===== src/rtl/stream_consts.svh =====
//////////////////////////////
// capture path sizes
// fifo depth, word widths, serial bit timing
//////////////////////////////
`ifndef STREAM_CONSTS_SVH
`define STREAM_CONSTS_SVH

`define ADR_WIDTH 4 // 16 words deep
`define DAT_WIDTH 8
`define SEQ_WIDTH 4

// serial line
`define BIT_CYCLES 2
`define FRAME_BITS 15 // start + 12 payload + parity + stop

`endif


===== src/rtl/stream_pkg.sv =====
//////////////////////////////
// capture path types
// tagged sample word and serial frame
//////////////////////////////
`default_nettype none

`include "stream_consts.svh"

package stream_pkg;

	typedef logic [`SEQ_WIDTH-1:0] seq_t;
	typedef logic [`DAT_WIDTH-1:0] data_t;

	// one serial frame, bit 0 goes out first
	typedef logic [`FRAME_BITS-1:0] frame_t;

	// data sits in the low bits so it leaves the line first
	typedef struct packed
	{
		seq_t seq;
		data_t data;
	} sample_word_t;

endpackage

`default_nettype wire

===== src/rtl/capture_top.sv =====
//////////////////////////////
// capture top
// tagger into fifo into serial framer
//////////////////////////////
`timescale 1ns/1ps
`default_nettype none

`include "stream_consts.svh"

module capture_top (
	input wire clk,
	input wire reset,
	input wire sample_strobe,
	input wire [`DAT_WIDTH-1:0] sample_data,
	input wire line_ready,
	output logic serial_out,
	output logic frame_busy,
	output logic [7:0] drop_count
);
	import stream_pkg::*;

	sample_word_t wr_word; // tagged word into the fifo
	sample_word_t rd_word; // head of the fifo
	logic wr;
	logic rd;
	logic empty;
	logic full;

	sample_tagger i_tagger (
		.clk           (clk),
		.reset         (reset),
		.sample_strobe (sample_strobe),
		.sample_data   (sample_data),
		.full          (full),
		.wr            (wr),
		.wr_word       (wr_word),
		.drop_count    (drop_count)
	);

	cyclic_fifo #(
		.payload_t (sample_word_t)
	) i_fifo (
		.clk     (clk),
		.reset   (reset),
		.wr      (wr),
		.wr_word (wr_word),
		.rd      (rd),
		.rd_word (rd_word),
		.empty   (empty),
		.full    (full)
	);

	frame_serializer i_serializer (
		.clk        (clk),
		.reset      (reset),
		.rd_word    (rd_word),
		.empty      (empty),
		.line_ready (line_ready),
		.rd         (rd),
		.serial_out (serial_out),
		.frame_busy (frame_busy)
	);

endmodule

`default_nettype wire


===== src/rtl/cyclic_fifo.sv =====
//////////////////////////////
// cyclic fifo
// register ring, first word fall-through
//////////////////////////////
`timescale 1ns/1ps
`default_nettype none

`include "stream_consts.svh"

module cyclic_fifo #(
	parameter type payload_t = logic [7:0]
) (
	input wire clk,
	input wire reset,
	input wire wr,
	input wire payload_t wr_word,
	input wire rd,
	output payload_t rd_word,
	output logic empty,
	output logic full
);
	localparam int DEPTH = 1 << `ADR_WIDTH;

	payload_t mem [DEPTH];

	logic [`ADR_WIDTH-1:0] w_ptr; // next slot to fill
	logic [`ADR_WIDTH-1:0] r_ptr; // oldest word
	logic [`ADR_WIDTH-1:0] w_ptr_succ;
	logic [`ADR_WIDTH-1:0] r_ptr_succ;

	// pointers wrap on their own at DEPTH
	assign w_ptr_succ = w_ptr + 1'b1;
	assign r_ptr_succ = r_ptr + 1'b1;

	// head of the queue is always on the output
	assign rd_word = mem[r_ptr];

	always_ff @(posedge clk)
	begin
		if (wr)
		begin
			mem[w_ptr] <= wr_word;
		end
	end

	always_ff @(posedge clk or posedge reset)
	begin
		if (reset)
		begin
			w_ptr <= '0;
			r_ptr <= '0;
			full <= 1'b0;
			empty <= 1'b1;
		end
		else
		begin
			case ({wr, rd})
				2'b10: // write only
				begin
					w_ptr <= w_ptr_succ;
					empty <= 1'b0;
					full <= (w_ptr_succ == r_ptr);
				end
				2'b01: // read only
				begin
					r_ptr <= r_ptr_succ;
					full <= 1'b0;
					empty <= (r_ptr_succ == w_ptr);
				end
				2'b11: // both move, occupancy unchanged
				begin
					w_ptr <= w_ptr_succ;
					r_ptr <= r_ptr_succ;
				end
				default:
				begin
					w_ptr <= w_ptr;
				end
			endcase
		end
	end

	// writer must hold off while full
	a_wr_not_full: assert property (
		@(posedge clk) disable iff (reset)
		wr |-> !full
	) else $error("write into full fifo");

	// reader must hold off while empty
	a_rd_not_empty: assert property (
		@(posedge clk) disable iff (reset)
		rd |-> !empty
	) else $error("read from empty fifo");

	a_flags_exclusive: assert property (
		@(posedge clk) disable iff (reset)
		!(full && empty)
	) else $error("fifo full and empty at once");

endmodule

`default_nettype wire


===== src/rtl/frame_serializer.sv =====
//////////////////////////////
// frame serializer
// start, payload lsb first, even parity, stop
//////////////////////////////
`timescale 1ns/1ps
`default_nettype none

`include "stream_consts.svh"

module frame_serializer (
	input wire clk,
	input wire reset,
	input wire stream_pkg::sample_word_t rd_word,
	input wire empty,
	input wire line_ready,
	output logic rd,
	output logic serial_out,
	output logic frame_busy
);
	import stream_pkg::*;

	localparam int CYC_W = (`BIT_CYCLES > 1) ? $clog2(`BIT_CYCLES) : 1;
	localparam int IDX_W = $clog2(`FRAME_BITS);

	typedef enum logic {IDLE, SHIFT} state_t;

	state_t state;
	frame_t shreg; // bit 0 drives the line, ones shift in behind
	logic [CYC_W-1:0] cyc_cnt; // cycles spent in the current bit
	logic [IDX_W-1:0] bit_idx; // bit of the frame on the line
	logic bit_end;
	logic frame_end;

	assign bit_end = (cyc_cnt == CYC_W'(`BIT_CYCLES - 1));
	assign frame_end = (state == SHIFT) && bit_end
		&& (bit_idx == IDX_W'(`FRAME_BITS - 1));

	// pop in idle or on the last cycle of a stop bit, so frames can run back to back
	assign rd = ((state == IDLE) || frame_end) && !empty && line_ready;

	assign serial_out = shreg[0];
	assign frame_busy = (state == SHIFT);

	always_ff @(posedge clk or posedge reset)
	begin
		if (reset)
		begin
			state <= IDLE;
			shreg <= '1; // line idles high
			cyc_cnt <= '0;
			bit_idx <= '0;
		end
		else if (rd)
		begin
			state <= SHIFT;
			shreg <= {1'b1, ^rd_word, rd_word, 1'b0};
			cyc_cnt <= '0;
			bit_idx <= '0;
		end
		else if (state == SHIFT)
		begin
			if (bit_end)
			begin
				cyc_cnt <= '0;
				shreg <= {1'b1, shreg[`FRAME_BITS-1:1]};
				if (frame_end)
				begin
					state <= IDLE;
					bit_idx <= '0;
				end
				else
				begin
					bit_idx <= bit_idx + 1'b1;
				end
			end
			else
			begin
				cyc_cnt <= cyc_cnt + 1'b1;
			end
		end
	end

	// a pop only takes a real word, and its start bit follows next cycle
	a_rd_starts_frame: assert property (
		@(posedge clk) disable iff (reset)
		rd |-> !empty ##1 (frame_busy && !serial_out)
	) else $error("pop did not start a frame");

	a_idle_line_high: assert property (
		@(posedge clk) disable iff (reset)
		!frame_busy |-> serial_out
	) else $error("line low outside a frame");

endmodule

`default_nettype wire


===== src/rtl/sample_tagger.sv =====
//////////////////////////////
// sample tagger
// tags strobes with a sequence number, counts drops
//////////////////////////////
`timescale 1ns/1ps
`default_nettype none

`include "stream_consts.svh"

module sample_tagger (
	input wire clk,
	input wire reset,
	input wire sample_strobe,
	input wire [`DAT_WIDTH-1:0] sample_data,
	input wire full,
	output logic wr,
	output stream_pkg::sample_word_t wr_word,
	output logic [7:0] drop_count
);
	import stream_pkg::*;

	seq_t seq_cnt; // tag for the next strobe

	// written in the strobe's own cycle
	assign wr = sample_strobe && !full;
	assign wr_word = '{seq: seq_cnt, data: sample_data};

	// the tag advances on every strobe, even a dropped one,
	// so the far end sees a hole in the sequence
	always_ff @(posedge clk or posedge reset)
	begin
		if (reset)
		begin
			seq_cnt <= '0;
		end
		else if (sample_strobe)
		begin
			seq_cnt <= seq_cnt + 1'b1;
		end
	end

	always_ff @(posedge clk or posedge reset)
	begin
		if (reset)
		begin
			drop_count <= '0;
		end
		else if (sample_strobe && full && (drop_count != 8'hff))
		begin
			drop_count <= drop_count + 8'd1; // sticks at 255
		end
	end

	// the drop count only climbs and never wraps back to zero
	a_drop_monotonic: assert property (
		@(posedge clk) disable iff (reset)
		1'b1 |=> (drop_count >= $past(drop_count))
	) else $error("drop count went backwards");

endmodule

`default_nettype wire


===== config.mk =====
export PLATFORM = sky130hd
export DESIGN_NAME = capture_top
export DESIGN_NICKNAME = d
export VERILOG_FILES = /design/src/rtl/stream_pkg.sv /design/src/rtl/capture_top.sv /design/src/rtl/cyclic_fifo.sv /design/src/rtl/frame_serializer.sv /design/src/rtl/sample_tagger.sv
export VERILOG_INCLUDE_DIRS = /design/src /design/src/rtl
export SDC_FILE = /design/constraint.sdc
export NUM_CORES = 1
export LEC_CHECK = 0
export ABC_CLOCK_PERIOD_IN_PS = 4600
export BUFFER_PORTS_ARGS = -buffer_cell sky130_fd_sc_hd__buf_2
export CAP_MARGIN = 20
export CORE_ASPECT_RATIO = 0.6
export CORE_UTILIZATION = 65
export DETAILED_ROUTE_END_ITERATION = 6
export PLACE_DENSITY = 0.92
export SLEW_MARGIN = 40
export SYNTH_ARGS = -nofsm -noshare
export SYNTH_HDL_FRONTEND = slang
export SYNTH_SLANG_ARGS = --single-unit

===== constraint.sdc =====
create_clock -name clk -period 4.6 [get_ports clk]
set_input_delay 0.46 -clock clk [delete_from_list [all_inputs] [get_ports clk]]
set_output_delay 0.46 -clock clk [all_outputs]
set_load 0.05 [all_outputs]

After elaboration in Yosys (flattened, before gate mapping)
Memory sizes are Yosys's and may differ from the RTL's.
Index checks and enable logic that the tools add are counted.
- flip-flop bits (word level): 43
- input port bits: 12
- memories kept: 1
- output and inout port bits: 10
- RAM bits: 192
- word-level logic and storage cells: 60
- reductions and logical operators: 17
- mux-type cells: 18
- equality and inequality tests: 7
- add/sub/neg operators: 6
- bitwise operators: 1
- memory list (name ; depth ; bits a word ; read ports ; clocked after memory_dff ; wr ports ; line ; text):
    i_fifo.mem ; 16 ; 12 ; 1 ; 0 ; 1 ; cyclic_fifo.sv:24 ; payload_t mem [DEPTH];
- operator list (cell ; count):
    $mux W15 ; 3
    $add A4 B1 Y4 const B ; 4
    $mux W4 ; 4
    $reduce_xor A12 Y1 ; 1
    $mux W1 ; 9
    $add A8 B1 Y8 const B ; 1
    $eq A4 B4 Y1 ; 2
    $ne A8 B8 Y1 const B ; 1
    $logic_and A1 B1 Y1 ; 7
    $reduce_bool A2 Y1 ; 3
    $eq A2 B2 Y1 const B ; 2
    $eq A4 B4 Y1 const B ; 1
    $pmux W1 S2 ; 2
    $reduce_or A2 Y1 ; 2
    $eq A2 B1 Y1 const B ; 1
    $logic_not A1 Y1 ; 2
    $reduce_and A2 Y1 ; 1
    $add A1 B1 Y1 const B ; 1
    $logic_or A1 B1 Y1 ; 1
    $not A1 Y1 ; 1

Longest topological paths before layout
Gate-level depths: netlist (run 1).
- word-level depth: 7
- mapped depth: 9
- mapped depth without buffers: 8

Cells and area by module
Synthesis (run 1) repeated with hierarchy kept, for this count alone.
- cell total of the unflattened synthesis: 538
- area, all modules: 9763.1 um^2
- by module, submodules not included (module ; cells each ; instances ; area each (um^2) ; sequential area each (um^2)):
    cyclic_fifo ; 371 ; 1 ; 7991.4 ; 6017.0
    frame_serializer ; 108 ; 1 ; 1111.1 ; 518.0
    sample_tagger ; 59 ; 1 ; 660.6 ; 300.3

Least setup slack after synthesis (run 1)
Ideal clock, no wire load.
- kind: register -> register
- from: register i_fifo.r_ptr[0]
- to: register i_serializer.shreg[13]
- clock period less this slack: 2406 ps
- setup slack: 2194 ps
- cell stages (with the launch flop): 9
- path buffers: 2
- arrival time: 2333 ps
- setup time: 73 ps
- data required time: 4527 ps
- cell sequence: dfrtp_1 -> buf_2 -> buf_6 -> mux4_2 -> mux4_2 -> xnor2_1 -> xnor2_1 -> xnor3_1 -> a21oi_1
- longest elaborated chain between the ends: 3
- ends and longest elaborated chain (element ; line ; text):
    start: declaration ; cyclic_fifo.sv:27 ; logic [`ADR_WIDTH-1:0] r_ptr;
    start signal: assignment ; cyclic_fifo.sv:66 ; r_ptr <= r_ptr_succ;
    start signal: assignment ; cyclic_fifo.sv:73 ; r_ptr <= r_ptr_succ;
    $mem_v2 Z16 W12 ; - ;
    $reduce_xor A12 Y1 ; frame_serializer.sv:56 ; shreg <= {1'b1, ^rd_word, rd_word, 1'b0};
    $mux W15 ; frame_serializer.sv:53 ; else if (rd)
    end signal: assignment ; frame_serializer.sv:56 ;
    end signal: assignment ; frame_serializer.sv:65 ; shreg <= {1'b1, shreg[`FRAME_BITS-1:1]};
    end: declaration ; frame_serializer.sv:28 ; frame_t shreg;
No other way between the ends.
A chain may end at the register's enable or synchronous reset.

Worst setup path after layout (run 1)
Same ends and word-level chain as after synthesis.

==> metrics.yaml, run 1 <==
grt_pass1_vias: 4913
synth_fp_nets: 530
drt_first_pass_iters: 7
wl_mm: 20.51
initial_core_util: 0.6785
clock_skew_ns: 0.02601
design_area_sq_mm: 0.01056
postCtsSetupRepairBufs: 0
dieArea_sq_mm: 0.01498
htreeDepth: 1
placed_cell_area_sq_mm: 0.009877
synth.yosys.warnings: 0
rr_worst_depth: 7
final_common_cell: "edfxtp_1"
port_buffers: 21
required_ns: 5.03
whs_ns: 0.06956
grt_usage: 0.2933
r2r_start: "i_fifo.r_ptr[0]"
synthCells: 508
p_leak_nw: 3.574
drv_slew: 0
synth_top_area_share: 0.6125
dieWidth_um: 157.4
p_seq_frac: 0.454
crit_end: "i_serializer.shreg[13]"
startpoint: "i_fifo.r_ptr[0]"
cts_tree: "yes"
finalSetupViolations: 0
final.setup.worst_slack_ns: 1.342
drv_cap: 0
cts_sinks: 234
via_per_inst: 6.588
dieHeight_um: 95.22
hp-class: "in2async"
clockBufferDepth: 3
fin_util: 0.7608
rsz0062_at_grt: "false"
period_needed_ns: 3.258
cts-root-buf: "clkbuf_16"
ioPinCount: 22
dpl.hpwl_mm: 12.58
dpl_worst_slack_ns: 1.354
slowest_stage: "dfrtp_4"
synth-edff-count: 192
drtAntennaViolNets: 0
vias: 4921
syn_avg_cell_area_sq_um: 18.53
crit_path_end_kind: "flip-flop"
intPower_mw: 4.692
r2r_slack_ns: 1.34
clock_power_share: 0.249
crit_chain: "buf_12 > mux4_2 > mux4_2 > xnor2_1 > xnor2_1 > xnor3_1 > a21oi_1"
clkSlewWorstSetupHoldPaths_ns: 0.07
critPathLaunchType: "flip-flop"
layout_common_cells: "edfxtp_1, mux4_2, nand2_1, xnor2_1, dfrtp_1"
arrival_ns: 3.69
drt_iter0_markers: 548
crit_type: "reg2reg"
grt-ovfl-total: 0
core_area_sq_mm: 0.01387
clk_latency_ns: 0.52
switchingPower_mw: 2.211
ys_top_cells_by_area: "edfxtp_1, mux4_2, dfrtp_1"
std_cell_rows: 33
synthFlopType: "edfxtp_1"
ir_drop_v: 0.0005400
gp_congestion: 0.8102
cts_resized: 0
fin_nets: 562
antenna-diode-count: 0
fmax_ghz: 0.3069
power.density_mw_per_mm2: 653.9
period_share: 0.7084
wire_per_inst_um: 27.46
status: "finished clean"
critPathMaxStageDelay_ns: 0.77
grt_max_degree: 43
antenna_found_initial: 0
synth.distinct_cells: 35
ys_ff_latch: 234
slew_headroom: 0.4317
synthArstFlopShare: 0.1795
final_layout_size_suffix_gt1_frac: 0.2739
layout.cells.non_filler: 747
drc: 0
final.setup.tns_ns: 0
swShare: 0.3203
syn-cell-area_sq_mm: 0.009413
cts_hold_buf: 0
p_total_mw: 6.902
dp_cells: 709
synth_area_leader_cell: "edfxtp_1"
cts_buffers: 21
tightest_slew_ns: 0.8507
pwr-share-comb: 0.297
area_growth_syn_to_layout_pct: 12.14
hold_viol_final: 0
seq_area_frac_synth: 0.7262
cp_max_fo: 29
grt_pass1_wl_mm: 30.26
worstReg2RegEnd: "i_serializer.shreg[13]"
[how the worst min path moves through the flow]
stage | end | slack, ns | cells past startpoint
floorplan | i_serializer.shreg[0] | 0.45 | 2
global placement | i_serializer.shreg[0] | 0.46 | 2
detailed placement | i_serializer.shreg[0] | 0.47 | 2
CTS | i_fifo.w_ptr[1] | 0.08 | 3
global route | i_fifo.w_ptr[1] | 0.11 | 3
finish | i_fifo.w_ptr[1] | 0.07 | 3
[power by group through the flow]
stage | Combinational (mW) | Clock [mW] | Sequential, mW
3_3_place_gp | 1.85 | 0 | 3.12
4_1_cts | 2.04 | 1.73 | 3.12
5_1_grt | 2.17 | 1.81 | 3.17
2_1_floorplan | 1.59 | 0 | 2.96
6_report | 2.05 | 1.72 | 3.13
3_5_place_dp | 2.02 | 0 | 3.16
[flip-flops by register name, summed over array words and instances, names as in the netlist, 4 cells and up]
signal,count
i_fifo.mem,192
i_serializer.shreg,14
i_tagger.drop_count,8
i_fifo.r_ptr,4
i_fifo.w_ptr,4
i_serializer.bit_idx,4
i_tagger.seq_cnt,4
[layer usage]
layer	vias up	GRT usage	share of wire
met5	-	0	0
met4	0	0.08495	0.023
met3	52	0.08500	0.12
met2	302	0.4469	0.47
met1	2506	0.4215	0.39
li1	2061	-	-
[cell usage after synthesis, types with 2 or more instances]
library cell	instances
or3_1	2
nand3_1	4
edfxtp_1	192
buf_2	5
nor2_1	16
inv_1	6
and2_1	2
and3_1	3
nor2b_1	3
nand4_1	4
nand2b_1	4
mux4_2	52
dfrtp_1	27
buf_4	2
clkbuf_1	12
xnor2_1	26
buf_1	4
a22oi_1	16
nor3_1	6
ha_1	10
mux2_2	3
mux2i_1	12
buf_6	2
nand2_1	41
xor2_1	8
o21ai_0	17
a21oi_1	7
dfstp_2	15
[area by class of cell]
type | count | area [sq um]
sequential | 234 | 6840
fill | 747 | 3318
multi-input combinational | 243 | 2544
clock buffer | 35 | 659.4
tap | 192 | 240.2
timing repair buffer | 34 | 230.2
inverter | 6 | 22.52
clock inverter | 3 | 18.77
[logic make-up after synthesis]
group	share of synthesized area
DFF	0.7262
and+or+nand+nor	0.04147
muxes	0.1408
AOI/OAI and AO/OA	0.02885
xor gates and xnor gates	0.03403
buffers and inverters	0.01542
adders and majority gates	0.01329
[critical path: cells and delay by family, from the launching register on]
kind,cells,cell delay [ns]
flip-flops,1,0.77
XOR/XNOR,3,0.81
buffers and inverters,1,0.32
AO/OA/AOI/OAI,1,0.20
multiplexers,2,1.07
(Power assumes the default switching activity.)
==> run 2, diff against run 1 <==
Settings changed: ABC_AREA set to 1, ABC_CLOCK_PERIOD_IN_PS 4600 to 3400, CORE_UTILIZATION 65 to 62, PLACE_DENSITY 0.92 to 0.89.
Clock period 4.6 ns to 3.4 ns, I/O delays scaled along.
==> run 2 against run 1 <==
Setup slack worse by 0.47 ns; hold slack better by 0.083 ns; sequential share of layout area shrank 4.5 points; highest routed layer unchanged.
==> metrics.yaml, run 2 <==
status: "finished clean"
cts_buffers: 21
synthCells: 1003
slew_headroom: 0.5023
drt_first_pass_iters: 5
core_area_sq_mm: 0.01631
period_needed_ns: 2.532
cts_sinks: 234
crit_path_end_kind: "flip-flop"
power.density_mw_per_mm2: 922.0
drv_cap: 0
largest_register_ffs: 192
final.setup.tns_ns: 0
ys_ff_latch: 234
dieWidth_um: 169.0
ys_top_cells_by_area: "edfxtp_1, nand2_1, dfrtp_1"
dieArea_sq_mm: 0.01728
clkSlewWorstSetupHoldPaths_ns: 0.06
finalSetupViolations: 0
ioPinCount: 22
clockBufferDepth: 3
final.setup.worst_slack_ns: 0.8679
rsz0062_at_grt: "false"
placed_cell_area_sq_mm: 0.01068
arrival_ns: 2.94
drv_slew: 0
synth_fp_nets: 1025
vias: 7293
crit_type: "reg2reg"
synthArstFlopShare: 0.1795
drc: 0
layout.cells.non_filler: 1273
synth_top_area_share: 0.5556
tightest_slew_ns: 0.7457
grt-ovfl-total: 0
fillCellCount: 1199
cts_tree: "yes"
whs_ns: 0.1530
std_cell_rows: 36
clk_latency_ns: 0.52
period_share: 0.7447
fin_util: 0.6954
synth_area_leader_cell: "edfxtp_1"
hold_viol_final: 0
synth.yosys.warnings: 0
via_per_inst: 5.729
ys_top_cells_by_count: "nand2_1, edfxtp_1, nand3_1"
syn_avg_cell_area_sq_um: 10.35
hp-class: "in2reg"
htreeDepth: 1
final_layout_size_suffix_gt1_frac: 0.09761
antenna_found_initial: 0
top_register: "i_fifo.mem"
grt_max_degree: 107
grt_pass1_vias: 7103
port_buffers: 21
critPathLaunchType: "flip-flop"
cts_resized: 0
ir_drop_v: 0.0005059
p_total_mw: 10.45
drtAntennaViolNets: 0
gp_congestion: 1.005
drt_iter0_markers: 927
cts-root-buf: "clkbuf_16"
synthFlopType: "edfxtp_1"
required_ns: 3.81
synth.distinct_cells: 31
grt_usage: 0.3020
antenna-diode-count: 0
r2r_start: "i_serializer.frame_busy"
dpl_worst_slack_ns: 0.9730
reg_top3: "i_fifo.mem x192, i_serializer.shreg x14, i_tagger.drop_count x8"
wl_mm: 25.03
min_from: "sample_strobe"
dieHeight_um: 102.2
clock_skew_ns: 0.01924
area_growth_syn_to_layout_pct: 9.272
initial_core_util: 0.6364
cp_max_fo: 17
fin_nets: 1052
startpoint: "i_serializer.frame_busy"
final_common_cell: "nand2_1"
fmax_ghz: 0.3949
syn-cell-area_sq_mm: 0.01038
design_area_sq_mm: 0.01134
layout_common_cells: "nand2_1, edfxtp_1, nand3_1, inv_1, nor2_1"
dpl.hpwl_mm: 14.66
p_leak_nw: 4.711
grt_pass1_wl_mm: 38.78
seq_area_frac_synth: 0.6587
dp_cells: 1234
wire_per_inst_um: 19.66
synth_most_common_cell: "nand2_1"
synth-edff-count: 192
## run 2: cell types whose count changed in the layout (fill, tap and decap cells not counted), sizes merged, moves of 6 or more
| cell | change |
|---|---|
| o211ai | +7 |
| nand2 | +248 |
| xnor2 | -18 |
| nand3 | +106 |
| a22oi | -16 |
| nor2 | +61 |
| mux4 | -52 |
| buf | +14 |
| mux2i | -12 |
| inv | +106 |
| o21ai | +57 |
| xor2 | +6 |
## run 2: final cells by class
type | instances | area, sq um | share of cell area
clock buffers | 35 | 621.8 | 0.05484
inverters | 114 | 432.9 | 0.03818
flip-flops and latches | 234 | 6839 | 0.6031
well taps | 228 | 285.3 | 0.02516
repair buffers | 49 | 330.3 | 0.02913
clock inverters | 3 | 17.52 | 0.001545
multi-input cells | 610 | 2813 | 0.2480
## run 2: final timing paths
kind | endpoint | slack (ns) | cells past startpoint
worst max-delay path | i_fifo.empty | 0.87 | 11
worst min-delay path | i_tagger.seq_cnt[0] | 0.15 | 2
worst max register to register | i_fifo.empty | 0.87 | 11
worst min register to register | i_serializer.bit_idx[3] | 0.48 | 1
max in group asynchronous | i_serializer.shreg[7] | 2.17 | 4
min in group asynchronous | i_fifo.w_ptr[3] | 0.48 | 3
## run 2: logic make-up (layout without fill, tap and decap cells)
family,Yosys count,in the layout,share of synthesized area
AOI/OAI and AO/OA,94,94,0.04871
xor gates and xnor gates,22,22,0.01857
adders and majority gates,10,10,0.01206
and+or+nand+nor,484,484,0.1911
buffers and inverters,159,201,0.07089
DFF,234,234,0.6587
## run 2: layer usage
metal  up-vias  track usage  wire length, um
li1       3377            -                -
met1      3389       0.4276            10140
met2       435       0.4561            10530
met3        92      0.08172             3346
met4         0       0.1102             1017
met5         -            0                0
## run 2: worst max-delay path: stages (launching register included)
cell and delay, ns:
dfrtp_1 0.44, nand2_1 0.09, buf_4 0.21, nor2_1 0.10, nor2_1 0.10, inv_1 0.06, nand3_1 0.09, clkinv_1 0.31
ha_1 0.46, a21oi_1 0.15, o2111ai_1 0.14, o31ai_1 0.27
## run 2: where the power goes
group	total [mW]	leakage, nW	switching [mW]	internal, mW
Sequential	4.05	2.22	0.331	3.72
Clock	2.26	0.313	1.02	1.25
Combinational	4.14	2.18	2.95	1.19
## run 2: timing repair
item	CTS	global route
hold buffers	1	0
setup buffers	0	0
hold endpoints to repair	8	0
